### src/rtl/pcxt_consts.svh
// PC/XT clock and reset constants
`ifndef PCXT_CONSTS_SVH
`define PCXT_CONSTS_SVH

// System clock in Hz
// Also the modulus of every phase accumulator
`define PCXT_CLK_HZ 50000000

// CPU rates derived from the 14.318 MHz crystal
// Normal speed is crystal / 3
`define PCXT_RATE_4M77 4772727
// Crystal / 2
`define PCXT_RATE_7M16 7159090
// Full crystal rate
`define PCXT_RATE_14M3 14318180

// Peripheral rate at half the normal CPU rate
`define PCXT_RATE_PERIPH 2386363

// Audio sample strobe
`define PCXT_RATE_AUDIO 44100

// Cycles from sys_reset fall to cpu_reset fall
`define PCXT_CPU_RESET_DELAY 43

// Power-on reset stretch in cycles
`define PCXT_RESET_STRETCH_DEFAULT 65535

// Splash screen hold in seconds
`define PCXT_SPLASH_SECONDS_DEFAULT 5

`endif
### src/rtl/pcxt_ctrl_pkg.sv
// Reset control types
// Sequencer states and synchronized inputs

package pcxt_ctrl_pkg;

	// Reset sequencer states in order of progress
	typedef enum logic [1:0] {
		st_splash   = 2'd0,
		st_stretch  = 2'd1,
		st_cpu_wait = 2'd2,
		st_run      = 2'd3
	} reset_state_t;

	// Interval timer count
	typedef logic [31:0] interval_t;

	// Keyboard lines
	typedef struct packed {
		logic ps2_clk;
		logic ps2_data;
	} ps2_lines_t;

endpackage

### src/rtl/pcxt_timing_pkg.sv
// Clock enable timing types
// Accumulator word and CPU speed code

package pcxt_timing_pkg;

	// Phase accumulator word
	// Sum of accumulator and largest increment stays below 2^32
	typedef logic [31:0] accum_t;

	// CPU speed code
	// Reserved code runs at normal speed
	typedef enum logic [1:0] {
		speed_normal   = 2'd0,
		speed_7m16     = 2'd1,
		speed_14m3     = 2'd2,
		speed_reserved = 2'd3
	} cpu_speed_t;

endpackage

### src/rtl/pcxt_clock_reset.sv
// PC/XT clock and reset control
// Single clock, all rates as clock enables
`timescale 1ns/1ps
`include "pcxt_consts.svh"

module pcxt_clock_reset #(
	parameter int unsigned splash_tick_count = `PCXT_CLK_HZ,
	parameter int unsigned splash_seconds    = `PCXT_SPLASH_SECONDS_DEFAULT,
	parameter int unsigned reset_stretch     = `PCXT_RESET_STRETCH_DEFAULT
) (
	input  logic                        CLK_50M,
	input  logic                        reset_wire,
	input  logic                        skip_splash,
	input  pcxt_timing_pkg::cpu_speed_t speed_sel,
	input  logic                        biu_done,
	input  pcxt_ctrl_pkg::ps2_lines_t   ps2_in,
	output logic                        sys_reset,
	output logic                        cpu_reset,
	output logic                        splash_active,
	output logic                        cpu_ce,
	output logic                        peripheral_ce,
	output logic                        audio_ce,
	output logic                        turbo_mode,
	output pcxt_ctrl_pkg::ps2_lines_t   ps2_out
);
	import pcxt_timing_pkg::*;
	import pcxt_ctrl_pkg::*;

	cpu_speed_t speed_sync;
	logic       skip_sync;
	logic       timer_load;
	interval_t  timer_interval;
	logic       timer_expired;

	////////////////////////////////////////////////////////////////////////////
	// Input synchronizers

	// Keyboard clock and data
	input_synchronizer #(.payload_t(ps2_lines_t)) u_sync_ps2 (
		.CLK_50M    (CLK_50M),
		.reset_wire (reset_wire),
		.async_in   (ps2_in),
		.sync_out   (ps2_out)
	);

	input_synchronizer #(.payload_t(cpu_speed_t)) u_sync_speed (
		.CLK_50M    (CLK_50M),
		.reset_wire (reset_wire),
		.async_in   (speed_sel),
		.sync_out   (speed_sync)
	);

	input_synchronizer #(.payload_t(logic)) u_sync_skip (
		.CLK_50M    (CLK_50M),
		.reset_wire (reset_wire),
		.async_in   (skip_splash),
		.sync_out   (skip_sync)
	);

	////////////////////////////////////////////////////////////////////////////
	// Reset sequence

	interval_timer u_interval_timer (
		.CLK_50M    (CLK_50M),
		.reset_wire (reset_wire),
		.load       (timer_load),
		.interval   (timer_interval),
		.expired    (timer_expired)
	);

	reset_sequencer #(
		.splash_tick_count (splash_tick_count),
		.splash_seconds    (splash_seconds),
		.reset_stretch     (reset_stretch)
	) u_reset_seq (
		.CLK_50M       (CLK_50M),
		.reset_wire    (reset_wire),
		.skip_splash   (skip_sync),
		.expired       (timer_expired),
		.load          (timer_load),
		.interval      (timer_interval),
		.sys_reset     (sys_reset),
		.cpu_reset     (cpu_reset),
		.splash_active (splash_active)
	);

	////////////////////////////////////////////////////////////////////////////
	// Clock enables, all idle during system reset

	// biu_done already in this clock domain
	cpu_clock_select u_cpu_clock (
		.CLK_50M    (CLK_50M),
		.reset_wire (reset_wire),
		.hold       (sys_reset),
		.speed      (speed_sync),
		.biu_done   (biu_done),
		.cpu_ce     (cpu_ce),
		.turbo_mode (turbo_mode)
	);

	cen_fractional #(.rate_hz(`PCXT_RATE_PERIPH)) u_cen_periph (
		.CLK_50M    (CLK_50M),
		.reset_wire (reset_wire),
		.hold       (sys_reset),
		.ce         (peripheral_ce)
	);

	// 44.1 kHz sample strobe
	cen_fractional #(.rate_hz(`PCXT_RATE_AUDIO)) u_cen_audio (
		.CLK_50M    (CLK_50M),
		.reset_wire (reset_wire),
		.hold       (sys_reset),
		.ce         (audio_ce)
	);

endmodule

### src/rtl/cpu_clock_select.sv
// CPU clock enable and turbo latch
// Selectable rate from a phase accumulator
`timescale 1ns/1ps
`include "pcxt_consts.svh"

module cpu_clock_select (
	input  logic                        CLK_50M,
	input  logic                        reset_wire,
	input  logic                        hold,
	input  pcxt_timing_pkg::cpu_speed_t speed,
	input  logic                        biu_done,
	output logic                        cpu_ce,
	output logic                        turbo_mode
);
	import pcxt_timing_pkg::*;

	// Wrap point of the accumulator
	localparam accum_t modulus = accum_t'(`PCXT_CLK_HZ);

	accum_t increment;
	accum_t accum;
	accum_t accum_next;
	logic   turbo_speed;

	////////////////////////////////////////////////////////////////////////////
	// Rate select

	always_comb begin
		case (speed)
			speed_7m16: increment = accum_t'(`PCXT_RATE_7M16);
			speed_14m3: increment = accum_t'(`PCXT_RATE_14M3);
			// Normal and reserved codes
			default:    increment = accum_t'(`PCXT_RATE_4M77);
		endcase
	end

	// Either fast code counts as turbo
	assign turbo_speed = (speed == speed_7m16) || (speed == speed_14m3);

	// New rate applies on the next add
	assign accum_next = accum + increment;

	////////////////////////////////////////////////////////////////////////////
	// Phase accumulator

	always_ff @(posedge CLK_50M or posedge reset_wire) begin
		if (reset_wire) begin
			accum  <= '0;
			cpu_ce <= 1'b0;
		end else if (hold) begin
			// Held in system reset
			accum  <= '0;
			cpu_ce <= 1'b0;
		end else if (accum_next >= modulus) begin
			accum  <= accum_next - modulus;
			cpu_ce <= 1'b1;
		end else begin
			accum  <= accum_next;
			cpu_ce <= 1'b0;
		end
	end

	////////////////////////////////////////////////////////////////////////////
	// Turbo flag

	// Only updated at a bus cycle boundary
	always_ff @(posedge CLK_50M or posedge reset_wire) begin
		if (reset_wire) begin
			turbo_mode <= 1'b0;
		end else if (biu_done) begin
			turbo_mode <= turbo_speed;
		end
	end

	// Turbo moves only right after biu_done
	a_turbo_on_done: assert property (
		@(posedge CLK_50M) disable iff (reset_wire)
		!$stable(turbo_mode) |-> $past(biu_done)
	) else $error("turbo_mode changed without biu_done");

endmodule

### src/rtl/cen_fractional.sv
// Fractional clock enable
`timescale 1ns/1ps
`include "pcxt_consts.svh"

module cen_fractional #(
	parameter int unsigned rate_hz = `PCXT_RATE_AUDIO
) (
	input  logic CLK_50M,
	input  logic reset_wire,
	input  logic hold,
	output logic ce
);
	import pcxt_timing_pkg::*;

	// Accumulator wraps at the system clock rate
	localparam accum_t modulus   = accum_t'(`PCXT_CLK_HZ);
	localparam accum_t increment = accum_t'(rate_hz);

	accum_t accum;
	accum_t accum_next;

	// One add per cycle
	assign accum_next = accum + increment;

	always_ff @(posedge CLK_50M or posedge reset_wire) begin
		if (reset_wire) begin
			accum <= '0;
			ce    <= 1'b0;
		end else if (hold) begin
			// Phase restarts from zero on release
			accum <= '0;
			ce    <= 1'b0;
		end else if (accum_next >= modulus) begin
			// Wrap and strobe
			accum <= accum_next - modulus;
			ce    <= 1'b1;
		end else begin
			accum <= accum_next;
			ce    <= 1'b0;
		end
	end

	// No strobe while held
	a_idle_on_hold: assert property (
		@(posedge CLK_50M) disable iff (reset_wire)
		hold |-> !ce
	) else $error("cen_fractional strobe while hold high");

endmodule

### src/rtl/reset_sequencer.sv
// Reset sequencer
// Splash hold, reset stretch and CPU reset release
`timescale 1ns/1ps
`include "pcxt_consts.svh"

module reset_sequencer #(
	parameter int unsigned splash_tick_count = `PCXT_CLK_HZ,
	parameter int unsigned splash_seconds    = `PCXT_SPLASH_SECONDS_DEFAULT,
	parameter int unsigned reset_stretch     = `PCXT_RESET_STRETCH_DEFAULT
) (
	input  logic                     CLK_50M,
	input  logic                     reset_wire,
	input  logic                     skip_splash,
	input  logic                     expired,
	output logic                     load,
	output pcxt_ctrl_pkg::interval_t interval,
	output logic                     sys_reset,
	output logic                     cpu_reset,
	output logic                     splash_active
);
	import pcxt_ctrl_pkg::*;

	// Timer intervals per phase
	localparam interval_t tick_interval    = interval_t'(splash_tick_count);
	localparam interval_t stretch_interval = interval_t'(reset_stretch);
	localparam interval_t cpu_interval     = interval_t'(`PCXT_CPU_RESET_DELAY);
	// Seconds counter value on the final splash second
	localparam interval_t last_second      = interval_t'(splash_seconds - 1);

	reset_state_t state;
	// Splash seconds already elapsed
	interval_t    sec_cnt;
	// Low only in the first cycle after reset
	logic         started;

	logic skip_now;
	logic second_done;
	logic splash_done;

	////////////////////////////////////////////////////////////////////////////
	// Splash exit decode

	assign skip_now    = (state == st_splash) && skip_splash;
	assign second_done = (state == st_splash) && expired;
	// Exit on skip or when the last second runs out
	assign splash_done = skip_now || (second_done && (sec_cnt == last_second));

	////////////////////////////////////////////////////////////////////////////
	// Timer load on entry to each phase

	always_comb begin
		load     = 1'b0;
		interval = tick_interval;
		case (state)
			st_splash: begin
				if (splash_done) begin
					// Start of stretch
					load     = 1'b1;
					interval = stretch_interval;
				end else if (!started || second_done) begin
					// Next splash second
					load = 1'b1;
				end
			end
			st_stretch: begin
				// Stretch done, start CPU delay
				load     = expired;
				interval = cpu_interval;
			end
			default: begin
				// No timer in use
				load = 1'b0;
			end
		endcase
	end

	////////////////////////////////////////////////////////////////////////////
	// State register and reset outputs

	always_ff @(posedge CLK_50M or posedge reset_wire) begin
		if (reset_wire) begin
			state         <= st_splash;
			sec_cnt       <= '0;
			started       <= 1'b0;
			sys_reset     <= 1'b1;
			cpu_reset     <= 1'b1;
			splash_active <= 1'b1;
		end else begin
			started <= 1'b1;
			case (state)
				st_splash: begin
					if (splash_done) begin
						state         <= st_stretch;
						splash_active <= 1'b0;
					end else if (second_done) begin
						sec_cnt <= sec_cnt + interval_t'(1);
					end
				end
				st_stretch: begin
					// System leaves reset here
					if (expired) begin
						state     <= st_cpu_wait;
						sys_reset <= 1'b0;
					end
				end
				st_cpu_wait: begin
					// CPU follows after fixed delay
					if (expired) begin
						state     <= st_run;
						cpu_reset <= 1'b0;
					end
				end
				default: begin
					state <= st_run;
				end
			endcase
		end
	end

	// CPU never runs while the system is held
	a_cpu_after_sys: assert property (
		@(posedge CLK_50M) disable iff (reset_wire)
		sys_reset |-> cpu_reset
	) else $error("cpu_reset released while sys_reset high");

endmodule

### src/rtl/interval_timer.sv
// Loadable interval timer
`timescale 1ns/1ps

module interval_timer (
	input  logic                     CLK_50M,
	input  logic                     reset_wire,
	input  logic                     load,
	input  pcxt_ctrl_pkg::interval_t interval,
	output logic                     expired
);
	import pcxt_ctrl_pkg::*;

	// Cycles left before expiry minus one
	// Zero means idle
	interval_t count;

	always_ff @(posedge CLK_50M or posedge reset_wire) begin
		if (reset_wire) begin
			count   <= '0;
			expired <= 1'b0;
		end else if (load) begin
			// New load restarts the count
			count   <= (interval > interval_t'(1)) ? interval - interval_t'(1) : '0;
			// Interval of one fires on the very next cycle
			expired <= (interval == interval_t'(1));
		end else if (count != '0) begin
			count   <= count - interval_t'(1);
			expired <= (count == interval_t'(1));
		end else begin
			// Idle until next load
			expired <= 1'b0;
		end
	end

	// Single pulse per interval
	a_expired_single: assert property (
		@(posedge CLK_50M) disable iff (reset_wire)
		expired |=> !expired
	) else $error("interval_timer expired held for two cycles");

endmodule

### src/rtl/input_synchronizer.sv
// Two-flop input synchronizer
`timescale 1ns/1ps

module input_synchronizer #(
	parameter type payload_t = logic
) (
	input  logic     CLK_50M,
	input  logic     reset_wire,
	input  payload_t async_in,
	output payload_t sync_out
);

	// First stage
	// May go metastable, never read outside
	payload_t meta;

	always_ff @(posedge CLK_50M or posedge reset_wire) begin
		if (reset_wire) begin
			// Both stages idle at zero
			meta     <= payload_t'('0);
			sync_out <= payload_t'('0);
		end else begin
			meta     <= async_in;
			// Second stage settles the value
			sync_out <= meta;
		end
	end

endmodule

### config.mk
export PLATFORM = sky130hd
export DESIGN_NAME = pcxt_clock_reset
export DESIGN_NICKNAME = d
export VERILOG_FILES = /design/src/rtl/pcxt_ctrl_pkg.sv /design/src/rtl/pcxt_timing_pkg.sv /design/src/rtl/pcxt_clock_reset.sv /design/src/rtl/cpu_clock_select.sv /design/src/rtl/cen_fractional.sv /design/src/rtl/reset_sequencer.sv /design/src/rtl/interval_timer.sv /design/src/rtl/input_synchronizer.sv
export VERILOG_INCLUDE_DIRS = /design/src /design/src/rtl
export SDC_FILE = /design/constraint.sdc
export NUM_CORES = 1
export LEC_CHECK = 0
export BUFFER_PORTS_ARGS = -buffer_cell sky130_fd_sc_hd__buf_2
export CAP_MARGIN = 10
export CORE_MARGIN = 3
export CORE_UTILIZATION = 52
export DETAILED_ROUTE_END_ITERATION = 6
export PLACE_DENSITY = 0.69
export SYNTH_ARGS = -nofsm -noshare
export SYNTH_HDL_FRONTEND = slang
export SYNTH_SLANG_ARGS = --single-unit
### constraint.sdc
create_clock -name CLK_50M -period 6.9 [get_ports CLK_50M]
set_input_delay 1.38 -clock CLK_50M [delete_from_list [all_inputs] [get_ports CLK_50M]]
set_output_delay 1.38 -clock CLK_50M [all_outputs]
set_load 0.03 [all_outputs]
==> out/qor.yml <==
synthesis:
  avgSynthCellArea_um2: 8.809
  synthDistinctLibCells: 106
  async_reset_ff_frac: 1.000
  synth_top_area_share: 0.3628
  ys_ff_latch: 179
  syn_inst: 1378
  ys_warn_count: 0
  syn-cell-area_um2: 12140
  synth_common_cells: "dfrtp_1, nor2_1, xnor2_1, nand2_1"
  synthFlopType: "dfrtp_1"
  yosys.area.top_type: "dfrtp_1"
  synth_seq_area_share: 0.3693
  syn_nets: 1411
  synthTopCellsByArea: "dfrtp_1, xnor2_1, nor2_1"
  synth_most_common_cell: "dfrtp_1"
  synth_edf_count: 0
clocking:
  numCtsBuffers: 17
  cts.htree.levels: 4
  cts.sinks: 179
  cts_setup_buffers: 0
  cts_resized: 0
  clockBufferDepth: 2
  path_clk_slew_ps: 90
  insertion_delay_ps: 440
  cts_root_buf: "clkbuf_16"
  cts_tree: "built"
  postCtsHoldBufs: 0
power:
  p_int_w: 0.002484
  power_switching_w: 0.001807
  pwr-share-comb: 0.434
  seq_power_share: 0.327
  vdd_drop_max_mv: 0.1757
  netSwitchingFraction: 0.4211
  p_clk_frac: 0.239
  power_density_nw_per_um2: 328.9
  power.leakage_nw: 5.360
sta:
  hold_violations: 0
  clock.fmax_mhz: 177.7
  slew_viol_final: 0
  relSlewSlack: 0.1802
  setup_slack_ps: 1271
  fin_crit_sh: 0.8158
  worst_pin_slew_ps: 1220
  timing.final.crit_period_ps: 5629
  tns_ps: 0
  setup_viol: 0
  fin_worst_skew_ps: 17.32
  rsz0062_at_grt: "no"
worst_setup_path:
  end_kind: "register"
  cp_data_arrival_time_ps: 5990
  required_ps: 7260
  critPathKind: "register to register"
  critPathMaxFanout: 15
  critPathLaunchType: "register"
route:
  antenna_left: 0
  drt_iter0_drc: 599
  viasPerCell: 5.853
  drt_pass1_iterations: 5
  wl_per_cell_um: 15.69
  wl_mm: 26.50
  drt_drc_violations_left: 0
  vias: 9885
grt:
  grt_pass1_vias: 9547
  grt_pass1_wl_mm: 45.73
  gr-usage-all-layers: 0.2126
  grt_start_max_net_pins: 122
  grt-ovfl-total: 0
  antenna_found_initial: 0
layout:
  drive_above_1_share: 0.07849
  fin_nets: 1396
  area.growth.synth_to_final_pct: 7.483
  num_antenna_cells: 0
  utilization: 0.5728
placed_design:
  dp_hpwl_mm: 18.19
  place_worst_setup_slack_ps: 1416
  place.gp.congestion: 0.9001
  io_buffers: 16
floorplanning:
  start_util: 0.5329
  die_w_um: 158.8
  die-height_um: 158.8
  ios: 17
  core_area_um2: 22780
  core.rowCount: 55
  die_area_um2: 25210
run:
  maxCapViolations: 0
run_status:
  status: "complete, no violations"
min_path:
  min_path_type: "register to register"
==> cell type report <==
| type | count | area (um^2) |
|---|---|---|
| clock buffer | 17 | 425.4 |
| clock inverter | 15 | 219.0 |
| fill | 2036 | 9731 |
| inverter | 42 | 165.2 |
| multi-input combinational | 1103 | 7249 |
| sequential | 179 | 4487 |
| tap | 313 | 391.6 |
| timing repair buffer | 20 | 110.1 |
==> final timing paths <==
kind	startpoint	endpoint	slack, ps	cells after the start
min in group asynchronous	reset_wire	u_interval_timer.count[26]	1090	2
worst min register to register	u_sync_ps2.meta[1]	u_sync_ps2.sync_out[1]	360	0
worst max register to register	u_sync_speed.sync_out[0]	u_cpu_clock.accum[8]	1270	15
worst max-delay path	u_sync_speed.sync_out[0]	u_cpu_clock.accum[8]	1270	15
worst min-delay path	u_sync_ps2.meta[1]	u_sync_ps2.sync_out[1]	360	0
max in group asynchronous	reset_wire	u_cpu_clock.accum[5]	4590	3
==> registers in the layout (all words and copies together) (netlist names), 2 cells and up <==
register                count
u_cen_periph.accum         32
u_cpu_clock.accum          32
u_interval_timer.count     32
u_reset_seq.sec_cnt        32
u_cen_audio.accum          30
u_reset_seq.state           2
u_sync_ps2.meta             2
u_sync_ps2.sync_out         2
u_sync_speed.meta           2
u_sync_speed.sync_out       2
==> layout by cell type (no fill, tap or decap), types with 5 or more instances in the layout <==
master / netlist / layout
o31ai_1: 21 / 21
nand2b_1: 11 / 11
o31a_1: 5 / 5
buf_2: 13 / 16
and3_1: 28 / 28
clkbuf_16: 0 / 17
a211o_1: 8 / 8
xor2_1: 65 / 65
inv_1: 42 / 41
or3_1: 25 / 25
dfrtp_1: 176 / 176
nor3_1: 45 / 45
clkinv_8: 0 / 8
and2_1: 16 / 16
or4_1: 5 / 5
nand3_1: 46 / 46
xnor2_1: 122 / 122
mux2i_1: 7 / 7
nand4_1: 25 / 25
a21oi_1: 65 / 65
nor2b_1: 19 / 19
and4_1: 9 / 9
nor2_1: 161 / 161
nor4_1: 16 / 16
nand3b_1: 5 / 5
nand2_1: 108 / 108
a211oi_1: 10 / 10
nor3_2: 5 / 5
o21ai_1: 15 / 15
a21o_1: 7 / 7
nor3b_1: 6 / 6
o21ai_0: 63 / 63
o22a_1: 5 / 5
ha_1: 24 / 24
a31oi_1: 13 / 13
o21a_1: 11 / 11
o211ai_1: 8 / 8
==> cells by family (layout without fill, tap and decap cells) <==
group                      Yosys count  in the layout  share of synthesized area
adders and majority gates           26             26                    0.02721
buffers and inverters               96             94                    0.03350
AOI/OAI and AO/OA                  305            305                     0.1768
xor gates and xnor gates           188            188                     0.1372
muxes                               11             11                   0.009483
DFF                                179            179                     0.3693
and+or+nand+nor                    572            572                     0.2462
other                                1              1                  0.0003089
==> critical path: stages (launching register included) <==
cell,delay [ps]
dfrtp_1,400
inv_1,90
ha_1,590
inv_1,290
ha_1,430
nand4b_1,200
a21oi_1,410
a211oi_4,160
o31ai_4,460
nand4_1,190
a21oi_1,210
xnor2_1,220
nand4_1,670
nor3_2,750
mux2_1,390
nor2_1,80
==> layer usage <==
layer	vias up	wire, um	GRT usage
li1	4929	-	-
met1	4754	12820	0.2922
met2	165	12350	0.3452
met3	37	776	0.03313
met4	0	548	0.07083
met5	-	0	0
==> power by group through the flow <==
stage,sequential (W),clock (W),combinational [W]
global route,0.00142,0.00110,0.00210
CTS,0.00140,0.00106,0.00185
global placement,0.00142,0,0.00180
floorplan,0.00133,0,0.00155
finish,0.00140,0.00102,0.00186
detailed placement,0.00142,0,0.00183
==> through the flow <==
stage	instances	hold slack, ps	power, W	area (um^2)
4_1_cts	1689	357.6	0.004303	13050
2_1_floorplan	1378	331.2	0.002876	12140
3_3_place_gp	1657	332.2	0.003218	12400
6_report	1689	357.3	0.004291	13050
3_5_place_dp	1657	337.3	0.003251	12400
5_1_grt	1689	361.0	0.004621	13050
(Power assumes the default switching activity.)
